--- src/source/fifo_pkg.sv ---
package fifo_pkg;

	// Word and depth of the FIFO
	localparam int DATA_WIDTH  = 8;
	localparam int FIFO_DEPTH  = 32;

	// Pointer width covers 32 entries, count needs one more bit to show 32
	localparam int ADDR_WIDTH  = 5;
	localparam int COUNT_WIDTH = 6;

	typedef logic [DATA_WIDTH-1:0]  data_t;
	typedef logic [ADDR_WIDTH-1:0]  addr_t;
	typedef logic [COUNT_WIDTH-1:0] count_t;

	// Controller state
	typedef enum logic [1:0] {
		EMPTY = 2'b00,
		OTHER = 2'b01,
		FULL  = 2'b10
	} fifo_state_t;

endpackage

--- src/source/fifo_32_8.sv ---
`timescale 1ns/1ps

module fifo_32_8 (
	input  logic             CLK,
	input  logic             RESET_N,
	input  fifo_pkg::data_t  data_in,
	input  logic             read,
	input  logic             write,
	input  logic             clear_n,
	output fifo_pkg::data_t  data_out,
	output logic             f_full_n,
	output logic             f_empty_n,
	output fifo_pkg::count_t use_dw
);

	import fifo_pkg::*;

	// Strobes from the controller
	logic wr_en;
	logic rd_en;
	logic bypass;
	logic count_en;
	logic count_up;

	// RAM addresses from the pointer counters
	addr_t wr_addr;
	addr_t rd_addr;

	fifo_control control (
		.CLK       (CLK),
		.RESET_N   (RESET_N),
		.read      (read),
		.write     (write),
		.clear_n   (clear_n),
		.use_dw    (use_dw),
		.wr_en     (wr_en),
		.rd_en     (rd_en),
		.bypass    (bypass),
		.count_en  (count_en),
		.count_up  (count_up),
		.f_full_n  (f_full_n),
		.f_empty_n (f_empty_n)
	);

	// Write pointer, always counts up
	updown_counter #(.WIDTH(ADDR_WIDTH)) wr_ptr (
		.CLK     (CLK),
		.RESET_N (RESET_N),
		.clear_n (clear_n),
		.enable  (wr_en),
		.up      (1'b1),
		.value   (wr_addr)
	);

	// Read pointer, always counts up
	updown_counter #(.WIDTH(ADDR_WIDTH)) rd_ptr (
		.CLK     (CLK),
		.RESET_N (RESET_N),
		.clear_n (clear_n),
		.enable  (rd_en),
		.up      (1'b1),
		.value   (rd_addr)
	);

	// Number of stored words, 0 to 32
	updown_counter #(.WIDTH(COUNT_WIDTH)) occupancy (
		.CLK     (CLK),
		.RESET_N (RESET_N),
		.clear_n (clear_n),
		.enable  (count_en),
		.up      (count_up),
		.value   (use_dw)
	);

	fifo_ram ram (
		.CLK      (CLK),
		.RESET_N  (RESET_N),
		.data_in  (data_in),
		.wr_en    (wr_en),
		.wr_addr  (wr_addr),
		.rd_en    (rd_en),
		.rd_addr  (rd_addr),
		.bypass   (bypass),
		.data_out (data_out)
	);

endmodule

--- src/source/fifo_control.sv ---
`timescale 1ns/1ps

module fifo_control (
	input  logic             CLK,
	input  logic             RESET_N,
	input  logic             read,
	input  logic             write,
	input  logic             clear_n,
	input  fifo_pkg::count_t use_dw,
	output logic             wr_en,
	output logic             rd_en,
	output logic             bypass,
	output logic             count_en,
	output logic             count_up,
	output logic             f_full_n,
	output logic             f_empty_n
);

	import fifo_pkg::*;

	fifo_state_t state;
	fifo_state_t next_state;

	logic last_slot;
	logic last_word;

	// Count levels at which a single write fills or a single read empties
	assign last_slot = (use_dw == count_t'(FIFO_DEPTH - 1));
	assign last_word = (use_dw == count_t'(1));

	// Decode of the write/read pair per state
	always_comb begin
		wr_en      = 1'b0;
		rd_en      = 1'b0;
		bypass     = 1'b0;
		count_en   = 1'b0;
		count_up   = 1'b0;
		next_state = state;

		if (!clear_n) begin
			// Counters clear on their own, nothing moves in the datapath
			next_state = EMPTY;
		end else begin
			case (state)
				EMPTY: begin
					if (write && read) begin
						// Pass-through, RAM and counters stay untouched
						bypass = 1'b1;
					end else if (write) begin
						wr_en      = 1'b1;
						count_en   = 1'b1;
						count_up   = 1'b1;
						next_state = OTHER;
					end
				end

				OTHER: begin
					if (write && read) begin
						wr_en = 1'b1;
						rd_en = 1'b1;
					end else if (write) begin
						wr_en    = 1'b1;
						count_en = 1'b1;
						count_up = 1'b1;
						if (last_slot) begin
							next_state = FULL;
						end
					end else if (read) begin
						rd_en    = 1'b1;
						count_en = 1'b1;
						if (last_word) begin
							next_state = EMPTY;
						end
					end
				end

				FULL: begin
					// A lone write is dropped here
					if (write && read) begin
						wr_en = 1'b1;
						rd_en = 1'b1;
					end else if (read) begin
						rd_en      = 1'b1;
						count_en   = 1'b1;
						next_state = OTHER;
					end
				end

				default: begin
					next_state = EMPTY;
				end
			endcase
		end
	end

	always_ff @(posedge CLK) begin
		if (!RESET_N) begin
			state <= EMPTY;
		end else begin
			state <= next_state;
		end
	end

	// Flags follow the registered state, same edge as use_dw
	assign f_empty_n = (state != EMPTY);
	assign f_full_n  = (state != FULL);

endmodule

--- src/source/fifo_ram.sv ---
`timescale 1ns/1ps

module fifo_ram (
	input  logic            CLK,
	input  logic            RESET_N,
	input  fifo_pkg::data_t data_in,
	input  logic            wr_en,
	input  fifo_pkg::addr_t wr_addr,
	input  logic            rd_en,
	input  fifo_pkg::addr_t rd_addr,
	input  logic            bypass,
	output fifo_pkg::data_t data_out
);

	import fifo_pkg::*;

	// Storage array, one word per entry
	data_t mem [FIFO_DEPTH];

	data_t rd_word;

	// Write port
	always_ff @(posedge CLK) begin
		if (wr_en) begin
			mem[wr_addr] <= data_in;
		end
	end

	// Old contents are seen if rd_addr equals wr_addr in this cycle
	assign rd_word = mem[rd_addr];

	// Registered read port
	// bypass selects the input word straight through, rd_en the stored head
	always_ff @(posedge CLK) begin
		if (!RESET_N) begin
			data_out <= '0;
		end else if (bypass) begin
			data_out <= data_in;
		end else if (rd_en) begin
			data_out <= rd_word;
		end
	end

endmodule

--- src/source/updown_counter.sv ---
`timescale 1ns/1ps

module updown_counter #(
	parameter int WIDTH = 5
) (
	input  logic             CLK,
	input  logic             RESET_N,
	input  logic             clear_n,
	input  logic             enable,
	input  logic             up,
	output logic [WIDTH-1:0] value
);

	logic [WIDTH-1:0] next_value;

	// One step in either direction, wraps at the ends
	always_comb begin
		if (up) begin
			next_value = value + 1'b1;
		end else begin
			next_value = value - 1'b1;
		end
	end

	// Clear wins over a count step in the same cycle
	always_ff @(posedge CLK) begin
		if (!RESET_N) begin
			value <= '0;
		end else if (!clear_n) begin
			value <= '0;
		end else if (enable) begin
			value <= next_value;
		end
	end

endmodule
--- config.mk ---
export PLATFORM = sky130hd
export DESIGN_NAME = fifo_32_8
export DESIGN_NICKNAME = d
export VERILOG_FILES = /design/src/source/fifo_pkg.sv /design/src/source/fifo_32_8.sv /design/src/source/fifo_control.sv /design/src/source/fifo_ram.sv /design/src/source/updown_counter.sv
export SDC_FILE = /design/constraint.sdc
export NUM_CORES = 1
export LEC_CHECK = 0
export ABC_AREA = 1
export BUFFER_PORTS_ARGS = -buffer_cell sky130_fd_sc_hd__clkbuf_2
export CAP_MARGIN = 0
export CELL_PAD_IN_SITES_DETAIL_PLACEMENT = 0
export CELL_PAD_IN_SITES_GLOBAL_PLACEMENT = 1
export CORE_MARGIN = 2
export CORE_UTILIZATION = 50
export CTS_CLUSTER_SIZE = 24
export DETAILED_ROUTE_END_ITERATION = 8
export PLACE_DENSITY_LB_ADDON = 0.3
export SETUP_SLACK_MARGIN = 0.4
export SYNTH_ARGS = -nofsm -noshare
export SYNTH_HDL_FRONTEND = slang
export SYNTH_SLANG_ARGS = --single-unit
--- constraint.sdc ---
create_clock -name CLK -period 2.7 [get_ports CLK]
set_clock_uncertainty 0.2 [all_clocks]
set_input_delay 0.135 -clock CLK [delete_from_list [all_inputs] [get_ports CLK]]
set_output_delay 0.135 -clock CLK [all_outputs]
set_load 0.005 [all_outputs]
==> flow_metrics.env, run 1 <==
export IMPL_status="finished, violations left"
export IMPL_failed_checks="hold timing"
export IMPL_yosysMostFrequentCell="nand2_1"
export IMPL_grt_pass1_vias=8209
export IMPL_dieHeight_um=161
export IMPL_crit_path_top_delay_cell="dfxtp_2"
export IMPL_ys_async_sr_fraction_pct=0
export IMPL_crit_top_cell="nand2_1"
export IMPL_num_vias=8606
export IMPL_yosysTopAreaCell="edfxtp_1"
export IMPL_reg2regPathDepth=10
export IMPL_numCtsBuffers=29
export IMPL_seq_area_frac_synth_pct=67.2
export IMPL_cts_tree="built"
export IMPL_period_share_pct=82.1
export IMPL_maxCapViolCount=0
export IMPL_design_area_um2=14300
export IMPL_max_stage_delay_ns=0.35
export IMPL_relSlewSlack_pct=50.0
export IMPL_placedCellCount=1587
export IMPL_worst_setup_path_type="reg -> reg"
export IMPL_htree_levels=1
export IMPL_fin_crit_ns=2.22
export IMPL_place_hpwl_um=19800
export IMPL_peakVddDrop_mv=0.467
export IMPL_drive_gt1_share_pct=11.9
export IMPL_cp_max_fo=8
export IMPL_setup_tns_ns=0
export IMPL_clock_sinks=287
export IMPL_synthTopCellsByArea="edfxtp_1 62%, nand2_1 13%, nand3_1 7.1%"
export IMPL_setup_viol=0
export IMPL_post_route_util_pct=58.9
export IMPL_die_w_um=161
export IMPL_clkTransAtPathRegs_ns=0.06
export IMPL_grt_setup_unrepaired="false"
export IMPL_p_leak_uw=0.00580
export IMPL_crit_chain="inv_1 > ha_2 > nand2_1 > nand3_1 > nand2_1 > inv_2 > nand2_2 > buf_12 > nor2_1 > buf_4"
export IMPL_fmax_ghz=0.451
export IMPL_synthTopCellsByCount="435 x nand2_1, 256 x edfxtp_1, 176 x nand3_1, 115 x inv_1, 60 x nor2_1"
export IMPL_gr_total_overflow=0
export IMPL_synth_edf_count=256
export IMPL_post_cts_setup_buffers=0
export IMPL_syn_avg_cell_area_um2=10.1
export IMPL_slew_viol_final=0
export IMPL_holdPathStages=1
export IMPL_area_growth_pct=15.8
export IMPL_ys_types=21
export IMPL_crit_required_ns=2.75
export IMPL_ioPinCount=29
export IMPL_path_depth=10
export IMPL_start_kind="flop"
export IMPL_arrival_ns=2.27
export IMPL_placement_cell_area_um2=13200
export IMPL_antenna_found_initial=0
export IMPL_syn_inst=1227
export IMPL_holdCritStartpoint="data_in[3]"
export IMPL_core_um2=24300
export IMPL_cts_root_buf="clkbuf_16"
export IMPL_yosys_register_bits=287
export IMPL_hold_class="in -> reg"
export IMPL_hold_viol=2
export IMPL_fp_row_count=57
export IMPL_netlist_area_leader_share_pct=62.2
export IMPL_syn_area_um2=12400
export IMPL_grt_total_usage_pct=24.0
export IMPL_clkLatencyLatePin_ns=0.55
export IMPL_fin_cells=1647
export IMPL_cts_buffer_depth=3
export IMPL_grt_max_degree=58
export IMPL_endpoint_kind="flop"
export IMPL_drt_iter0_markers=823
export IMPL_die_area_um2=26000
export IMPL_drt_wl_total_um=30800
export IMPL_ys_warn_count=0
export IMPL_crit_path_start="control.state[0]$_SDFFE_PN0P_"
export IMPL_port_buffers=28
export IMPL_worst_pin_slew_ns=0.750
export IMPL_diodes=0
export IMPL_drc_errors=0
export IMPL_start_util_pct=50.9
export IMPL_syn_nets=1258
export IMPL_routabilityCongestion=0.917
export IMPL_reg2reg_from="control.state[0]$_SDFFE_PN0P_"
export IMPL_path_buf_inv=4
export IMPL_ant_nets=0
export IMPL_wl_per_cell_um=18.7
export IMPL_vias_per_cell=5.23
export IMPL_ys_flop_type="edfxtp_1"
export IMPL_drt_pass1_iterations=5
export IMPL_cp_top_family="buffers and inverters"
export IMPL_hold_ws_ns=-0.00241
export IMPL_nets=1331
export IMPL_grt_pass1_wl_um=47200
export IMPL_p_per_area_nw_per_um2=661
cells by family after synthesis:
group / synth area share (%)
compound gates: 2.69
xor+xnor: 0.0708
fa+ha+maj: 1.82
buf+inv: 5.44
flops: 67.2
simple gates: 22.8
metal layers:
| metal | wire length [µm] | up-vias | global-route usage, % |
|---|---|---|---|
| met3 | 1860 | 56 | 3.34 |
| met1 | 13500 | 4054 | 34.0 |
| met2 | 14600 | 272 | 39.5 |
| li1 | - | 4224 | - |
| met5 | 0 | - | 0 |
| met4 | 808 | 0 | 6.29 |
stage by stage:
| stage | hold slack, ns | total power, µW | worst slack, ns |
|---|---|---|---|
| 6_report | -0.00241 | 9460 | 0.484 |
| 3_5_place_dp | 0.235 | 5340 | 0.262 |
| 4_1_cts | 0.00632 | 9520 | 0.362 |
| 3_3_place_gp | 0.229 | 5340 | 0.291 |
| 5_1_grt | 0.0205 | 9740 | 0.384 |
| 2_1_floorplan | 0.0339 | 5140 | 0.524 |
report_power, final:
group / leakage, µW / switching, µW / internal, µW
combinational: 0.00275 / 275 / 115
sequential: 0.00255 / 17.7 / 4850
clock: 0.000497 / 1660 / 2530
path summary, 6_finish.rpt:
path / endpoint / slack [ns]
hold reg to reg: flop / 0.23
setup reg to reg: ram.mem[20][1]$_DFFE_PP_ / 0.48
hold / removal: ram.mem[23][3]$_DFFE_PP_ / -0.002
setup / recovery: ram.mem[20][1]$_DFFE_PP_ / 0.48
placed cells by master, fill, tap and decap left out, types with 3 or more instances in the layout:
| cell | count |
|---|---|
| o211ai_1 | 3 |
| clkbuf_1 | 3 |
| nand3_1 | 175 |
| nand2_1 | 430 |
| inv_1 | 113 |
| clkbuf_8 | 3 |
| clkbuf_2 | 28 |
| clkinv_2 | 6 |
| buf_4 | 59 |
| dlygate4sd3_1 | 6 |
| inv_2 | 3 |
| ha_1 | 15 |
| bufinv_16 | 5 |
| clkbuf_16 | 29 |
| a21oi_1 | 31 |
| dfxtp_1 | 28 |
| buf_12 | 3 |
| o21ai_0 | 31 |
| nor3_1 | 8 |
| edfxtp_1 | 256 |
| nand2_2 | 3 |
| nor2_1 | 60 |
| clkinv_4 | 3 |
registers in the layout, summed over array words and instances (netlist names), named ones only:
name             count
occupancy.value      6
ram.mem            256
control.state        2
rd_ptr.value         5
ram.data_out         8
wr_ptr.value         5
worst reg2reg max path: cells and delay by family (launching register included):
| kind | cells | cell delay [ns] |
|---|---|---|
| flip-flops | 1 | 0.35 |
| adder cells (fa/ha/maj) | 1 | 0.23 |
| AND/OR/NAND/NOR | 5 | 0.51 |
| buffers and inverters | 4 | 0.65 |
area by class of cell:
type,instances,area (µm²)
clock inverter,19,238
tap,324,405
timing repair buffer,96,703
fill,2029,10000
multi-input combinational,769,3440
clock buffer,35,778
sequential,287,8310
inverter,117,444
timing repair:
action	in CTS	in global routing
resized for setup	3	13
endpoints found under the setup margin	168	254
hold buffers	6	0
pin swaps	0	0
endpoints found under the hold margin	113	0
cloned	0	0
Note: power is estimated with default switching activity, not from simulation.
==> run 2: changes to the inputs <==
--- a/config.mk
+++ b/config.mk
@@ -5,13 +5,13 @@
 export SDC_FILE = /design/constraint.sdc
 export NUM_CORES = 1
 export LEC_CHECK = 0
-export ABC_AREA = 1
+export ABC_AREA = 0
 export BUFFER_PORTS_ARGS = -buffer_cell sky130_fd_sc_hd__clkbuf_2
 export CAP_MARGIN = 0
 export CELL_PAD_IN_SITES_DETAIL_PLACEMENT = 0
 export CELL_PAD_IN_SITES_GLOBAL_PLACEMENT = 1
 export CORE_MARGIN = 2
-export CORE_UTILIZATION = 50
+export CORE_UTILIZATION = 49
 export CTS_CLUSTER_SIZE = 24
 export DETAILED_ROUTE_END_ITERATION = 8
 export PLACE_DENSITY_LB_ADDON = 0.3
==> constraint.sdc (replaced) <==
create_clock -name CLK -period 1.93 [get_ports CLK]
set_clock_uncertainty 0.2 [all_clocks]
set_input_delay 0.0965 -clock CLK [delete_from_list [all_inputs] [get_ports CLK]]
set_output_delay 0.0965 -clock CLK [all_outputs]
set_load 0.005 [all_outputs]
==> run 2 against run 1 <==
  * Highest routed layer unchanged
  * Die area down 4.1%
  * Register-to-register slack got worse by 0.73 ns
  * The flow finishes with violations (hold timing, setup timing)
  * First-iteration DRC count decreased by 38%
  * Synthesized area decreased by 6.1%
  * Non-clock buffer count grew 68
  * Synthesized cell count shrank 48%
  * Clock power increased by 39%
==> flow_metrics.env, run 2 <==
export IMPL_highest_layer="met4"
export IMPL_hold_class="in -> reg"
export IMPL_fin_ws_ns=-0.242
export IMPL_final_common_cell="edfxtp_1"
export IMPL_start_util_pct=49.6
export IMPL_core_um2=23400
export IMPL_worst_pin_slew_ns=0.536
export IMPL_syn_inst=643
export IMPL_synth_edf_count=256
export IMPL_reg2regPathDepth=7
export IMPL_synthTopCellsByArea="edfxtp_1 66%, mux4_2 12%, dfxtp_1 5.3%"
export IMPL_p_per_area_nw_per_um2=866
export IMPL_htree_levels=1
export IMPL_yosys_register_bits=287
export IMPL_ioPinCount=29
export IMPL_syn_avg_cell_area_um2=18.1
export IMPL_largest_reg_flops=256
export IMPL_area_growth_pct=30.5
export IMPL_clkLatencyLatePin_ns=0.55
export IMPL_final_cell_mix="256 x edfxtp_1, 78 x buf_4, 64 x mux4_2"
export IMPL_antenna_found_initial=0
export IMPL_crit_required_ns=2.21
export IMPL_period_share_pct=113
export IMPL_relSlewSlack_pct=64.3
export IMPL_route_met3_wl_um=1650
export IMPL_endpoint_kind="flop"
export IMPL_port_buffers=28
export IMPL_setup_viol=285
export IMPL_worst_setup_path_type="reg -> reg"
export IMPL_syn_nets=674
export IMPL_fin_crit_ns=2.17
export IMPL_fill_cells=1602
export IMPL_wl_met2_um=13400
export IMPL_p_leak_uw=0.00491
export IMPL_clock_sinks=287
export IMPL_drt_wl_total_um=27200
export IMPL_crit_path_start="control.state[0]$_SDFFE_PN0P_"
export IMPL_grt_setup_unrepaired="true"
export IMPL_grt_pass1_wl_um=40800
export IMPL_reg2reg_slack_ns=-0.24
export IMPL_holdPathStages=7
export IMPL_cts_root_buf="clkbuf_16"
export IMPL_grt_max_degree=29
export IMPL_fmax_ghz=0.460
export IMPL_fin_cells=1147
export IMPL_clkTransAtPathRegs_ns=0.06
export IMPL_cts_buffer_depth=3
export IMPL_netlist_area_leader_share_pct=66.2
export IMPL_top_regs="ram.mem: 256 flops, ram.data_out: 8 flops, occupancy.value: 6 flops"
export IMPL_grt_total_usage_pct=22.4
export IMPL_postCtsHoldBufs=11
export IMPL_seq_area_frac_synth_pct=71.5
export IMPL_synthTopCellsByCount="256 x edfxtp_1, 67 x nor2_1, 64 x mux4_2, 31 x dfxtp_1, 21 x mux2i_1"
export IMPL_die_w_um=158
export IMPL_failed_checks="hold timing, setup timing"
export IMPL_placedCellCount=1049
export IMPL_numCtsBuffers=29
export IMPL_drc_errors=0
export IMPL_yosysTopAreaCell="edfxtp_1"
export IMPL_ant_nets=0
export IMPL_ys_async_sr_fraction_pct=0
export IMPL_top_register="ram.mem"
export IMPL_dieHeight_um=158
export IMPL_yosysMostFrequentCell="edfxtp_1"
export IMPL_hold_viol=3
export IMPL_ys_flop_type="edfxtp_1"
export IMPL_nets=837
export IMPL_maxCapViolCount=0
export IMPL_reg2reg_from="control.state[0]$_SDFFE_PN0P_"
export IMPL_peakVddDrop_mv=0.714
export IMPL_drive_gt1_share_pct=45.3
export IMPL_hold_ws_ns=-0.0325
export IMPL_critPathCapture="ram.data_out[5]$_SDFFE_PN0P_"
export IMPL_arrival_ns=2.45
export IMPL_num_vias=6514
export IMPL_slew_viol_final=0
export IMPL_die_area_um2=25000
export IMPL_start_kind="flop"
export IMPL_syn_area_um2=11600
export IMPL_cts_tree="built"
export IMPL_vias_per_cell=5.68
export IMPL_grt_pass1_vias=6796
export IMPL_ys_types=48
export IMPL_fp_row_count=56
export IMPL_drt_iter0_markers=508
export IMPL_wl_per_cell_um=23.7
export IMPL_gr_total_overflow=0
export IMPL_r2r_end="ram.data_out[5]$_SDFFE_PN0P_"
export IMPL_cp_max_fo=5
export IMPL_place_hpwl_um=18100
export IMPL_diodes=0
export IMPL_status="finished, violations left"
export IMPL_met1_length_um=11400
export IMPL_routabilityCongestion=0.859
export IMPL_ys_warn_count=0
export IMPL_drt_pass1_iterations=5
==> run 2: cell count changes after synthesis, sizes merged, moves of 7 or more <==
cell	change
a211oi	+11
a21oi	-25
clkbuf	-15
inv	-107
mux2	+8
mux2i	+21
mux4	+64
nand2	-422
nand3	-170
nor2	+7
nor2b	+8
o21ai	-11
xor2	+9
==> run 2: worst min path at each step <==
stage,startpoint,end
2_1_floorplan,data_in[0],ram.mem[0][0]$_DFFE_PP_
6_report,clear_n,occupancy.value[2]$_SDFFE_PN0P_
4_1_cts,clear_n,occupancy.value[1]$_SDFFE_PN0P_
5_1_grt,clear_n,occupancy.value[1]$_SDFFE_PN0P_
3_3_place_gp,RESET_N,ram.data_out[0]$_SDFFE_PN0P_
3_5_place_dp,RESET_N,ram.data_out[0]$_SDFFE_PN0P_
==> run 2: worst max-delay path, cell delays in order, from the launching register on <==
cell      delay, ns
dfxtp_4        0.36
inv_4          0.08
ha_4           0.17
mux2_4         0.32
o211ai_1       0.30
nor2_2         0.12
a211o_1        0.38
nor3_2         0.19
==> run 2: cell type report <==
class                      count  area, µm²  share of cell area, %
sequential                   287       8320                   54.9
multi-input combinational    314       3780                   25.0
timing repair buffer         164       1610                   10.6
clock buffer                  34        744                   4.91
tap                          319        399                   2.63
clock inverter                19        249                   1.64
inverter                      10       45.0                  0.297
==> run 2: layer usage <==
metal,track usage [%],vias to the layer above
met1,30.1,3328
met5,0,-
met4,6.65,0
met2,37.1,223
met3,4.54,64
li1,-,2899
==> run 2: through the flow <==
| step | util [%] | power (µW) | cell area [µm²] | setup WS (ns) | setup TNS [ns] |
|---|---|---|---|---|---|
| after global placement | 56.4 | 7330 | 13200 | -0.502 | -49.56 |
| final | 64.8 | 13100 | 15200 | -0.242 | -41.66 |
| after floorplan | - | 7100 | 12000 | -0.297 | -21.00 |
| after CTS | 63.6 | 13200 | 14900 | -0.181 | -32.81 |
| after detailed placement | 56.4 | 7340 | 13200 | -0.488 | -62.18 |
| after global routing | 64.8 | 13500 | 15200 | -0.307 | -56.04 |
==> run 2: power by group <==
part           internal [µW]  leakage (µW)  switching (µW)  total, µW
Sequential              6780       0.00256            18.6       6800
Clock                   3550      0.000484            2260       5820
Combinational            213       0.00187             301        513
Total                  10500       0.00491            2580      13100
==> run 2: logic make-up (layout without fill, tap and decap cells) <==
kind of cell               after synthesis  count (layout)  share of synthesized area (%)
buffers and inverters                   43             227                           1.97
DFF                                    287             287                           71.5
muxes                                   93              93                           15.0
AOI/OAI and AO/OA                       55              56                           3.17
and+or+nand+nor                        134             134                           5.42
adders and majority gates               18              18                           1.94
xor gates and xnor gates                13              13                          0.980
==> run 2: timing repair <==
| item | CTS | global route |
|---|---|---|
| gates cloned | 3 | 0 |
| pin swaps | 40 | 38 |
| buffers inserted | 19 | 12 |
| hold endpoints to repair | 164 | 4 |
| endpoints found under the setup margin | 289 | 289 |
| resized for setup | 72 | 37 |
==> run 3: changes to the inputs <==
--- a/config.mk
+++ b/config.mk
@@ -11,9 +11,11 @@
 export CELL_PAD_IN_SITES_DETAIL_PLACEMENT = 0
 export CELL_PAD_IN_SITES_GLOBAL_PLACEMENT = 1
 export CORE_MARGIN = 2
-export CORE_UTILIZATION = 49
+export CORE_UTILIZATION = 50
+export CTS_BUF_LIST = sky130_fd_sc_hd__clkbuf_4 sky130_fd_sc_hd__clkbuf_8
 export CTS_CLUSTER_SIZE = 24
 export DETAILED_ROUTE_END_ITERATION = 8
+export GPL_TIMING_DRIVEN = 0
 export PLACE_DENSITY_LB_ADDON = 0.3
 export SETUP_SLACK_MARGIN = 0.4
 export SYNTH_ARGS = -nofsm -noshare
==> run 3 against run 2 <==
  * The run ends with setup timing left
  * Highest routed layer unchanged
  * First-iteration DRC count is 28% higher
  * Design area hardly changed
  * Fmax fell by 5.8%
  * Critical path depth grew 1
  * Final cell count fell by 1.9%
  * Clock power is 15% lower
  * Count of clock-buffer cells in the layout is 30 higher
  * Register-to-register slack worse by 0.13 ns
  * Routed wire length is 7.8% higher
  * Critical endpoint is now ram.data_out[7]$_SDFFE_PN0P_
==> flow_metrics.env, run 3 (synthesized netlist as in run 2, its figures left out) <==
export IMPL_status="finished, violations left"
export IMPL_failed_checks="setup timing"
export IMPL_fin_ws_ns=-0.376
export IMPL_worst_setup_path_type="reg -> reg"
export IMPL_max_stage_delay_ns=0.51
export IMPL_numCtsBuffers=45
export IMPL_drc_errors=0
export IMPL_finalPower_uw=12200
export IMPL_hold_viol=0
export IMPL_fin_cells=1125
export IMPL_crit_top_cell="buf_12"
export IMPL_top_register="ram.mem"
export IMPL_start_kind="flop"
export IMPL_crit_required_ns=2.14
export IMPL_largest_reg_flops=256
export IMPL_clkTransAtPathRegs_ns=0.06
export IMPL_vias_per_cell=6.00
export IMPL_p_leak_uw=0.00493
export IMPL_drt_iter0_markers=651
export IMPL_crit_path_top_delay_cell="mux4_2"
export IMPL_grt_total_usage_pct=24.1
export IMPL_endpoint_kind="flop"
export IMPL_core_um2=22700
export IMPL_routabilityCongestion=0.878
export IMPL_fmax_ghz=0.434
export IMPL_cp_max_fo=6
export IMPL_antenna_found_initial=0
export IMPL_fp_row_count=55
export IMPL_hold_ws_ns=0.0513
export IMPL_fin_crit_ns=2.31
export IMPL_hold_class="in -> reg"
export IMPL_period_share_pct=119
export IMPL_setup_tns_ns=-60.49
export IMPL_cts_buffer_depth=3
export IMPL_nets=840
export IMPL_pre_cts_slack_ns=-0.847
export IMPL_final_cell_mix="256 x edfxtp_1, 64 x mux4_2, 48 x clkbuf_8"
export IMPL_ioPinCount=29
export IMPL_cts_root_buf="clkbuf_8"
export IMPL_grt_pass1_vias=6876
export IMPL_die_w_um=156
export IMPL_grt_pass1_wl_um=42200
export IMPL_ant_nets=0
export IMPL_drt_wl_total_um=29300
export IMPL_wl_per_cell_um=26.1
export IMPL_crit_chain="buf_12 > buf_6 > buf_12 > mux4_2 > mux2i_2 > nor2_1 > a211oi_2 > nor3_1"
export IMPL_slew_viol_final=0
export IMPL_worst_pin_slew_ns=0.784
export IMPL_area_growth_pct=30.5
export IMPL_setup_viol=287
export IMPL_die_area_um2=24500
export IMPL_final_common_cell="edfxtp_1"
export IMPL_drive_gt1_share_pct=46.9
export IMPL_arrival_ns=2.52
export IMPL_placedCellCount=954
export IMPL_gr_total_overflow=0
export IMPL_top_regs="ram.mem: 256 flops, ram.data_out: 8 flops, occupancy.value: 6 flops"
export IMPL_reg2reg_slack_ns=-0.38
export IMPL_start_util_pct=51.1
export IMPL_drt_pass1_iterations=7
export IMPL_dieHeight_um=156
export IMPL_grt_setup_unrepaired="true"
export IMPL_cts_tree="built"
export IMPL_num_vias=6754
export IMPL_place_hpwl_um=17000
export IMPL_clkLatencyLatePin_ns=0.56
export IMPL_grt_max_degree=34
export IMPL_clock_sinks=287
export IMPL_p_per_area_nw_per_um2=805
export IMPL_peakVddDrop_mv=0.978
export IMPL_htree_levels=2
export IMPL_maxCapViolCount=0
export IMPL_diodes=0
export IMPL_port_buffers=26
export IMPL_relSlewSlack_pct=47.7
==> run 3: cell types whose count changed in the layout (fill, tap and decap cells not counted), moves of 10 or more <==
cell	change
buf_4	-46
clkbuf_8	+48
clkbuf_16	-26
buf_6	+10
clkbuf_4	+18
buf_12	+18
==> run 3: timing repair <==
action / CTS / global route
cloned: 3 / 1
resized for setup: 111 / 55
setup buffers: 65 / 20
pin swaps: 70 / 53
endpoints found under the setup margin: 289 / 292
hold buffers: 4 / 0
hold endpoints to repair: 21 / 0
==> run 3: critical path: cells and delay by family, from the launching register on <==
kind,cells,cell delay (ns)
AOI/OAI and AO/OA,1,0.34
muxes,2,0.72
DFF,1,0.34
and+or+nand+nor,2,0.20
buffers and inverters,3,0.35
==> run 3: cell type report <==
cell class              count  area (µm²)
clock inverters            14        86.3
inverters                  10        45.0
well taps                 285         357
flip-flops and latches    287        8320
fillers                  1492        7550
plain buffers              33         393
clock buffers              64         774
multi-input cells         313        3760
repair buffers            119        1430
==> run 3: path summary, 6_finish.rpt <==
check / start / endpoint / cells after the start
hold / removal: clear_n / occupancy.value[2]$_SDFFE_PN0P_ / 6
setup / recovery: flop / ram.data_out[7]$_SDFFE_PN0P_ / 8
hold reg to reg: occupancy.value[5]$_SDFFE_PN0P_ / occupancy.value[5]$_SDFFE_PN0P_ / 2
setup reg to reg: flop / ram.data_out[7]$_SDFFE_PN0P_ / 8
==> run 3: report_power, final <==
group / switching [µW] / internal, µW
combinational: 280 / 182
clock: 2240 / 2700
sequential: 22.7 / 6790
total: 2540 / 9670
==> run 3: stage by stage <==
stage	utilization [%]	area, µm²
6_report	66.8	15200
3_5_place_dp	54.9	12500
2_1_floorplan	-	12000
5_1_grt	66.8	15200
3_3_place_gp	54.9	12500
4_1_cts	64.9	14700
==> run 3: metal layers <==
layer	routed length [µm]	share of wire, %	global-route usage (%)	up-vias
met3	2090	7.1	4.90	70
met2	14600	50	39.3	316
li1	-	-	-	2899
met5	0	0	0	-
met4	877	3.0	8.13	0
met1	11800	40	32.7	3469
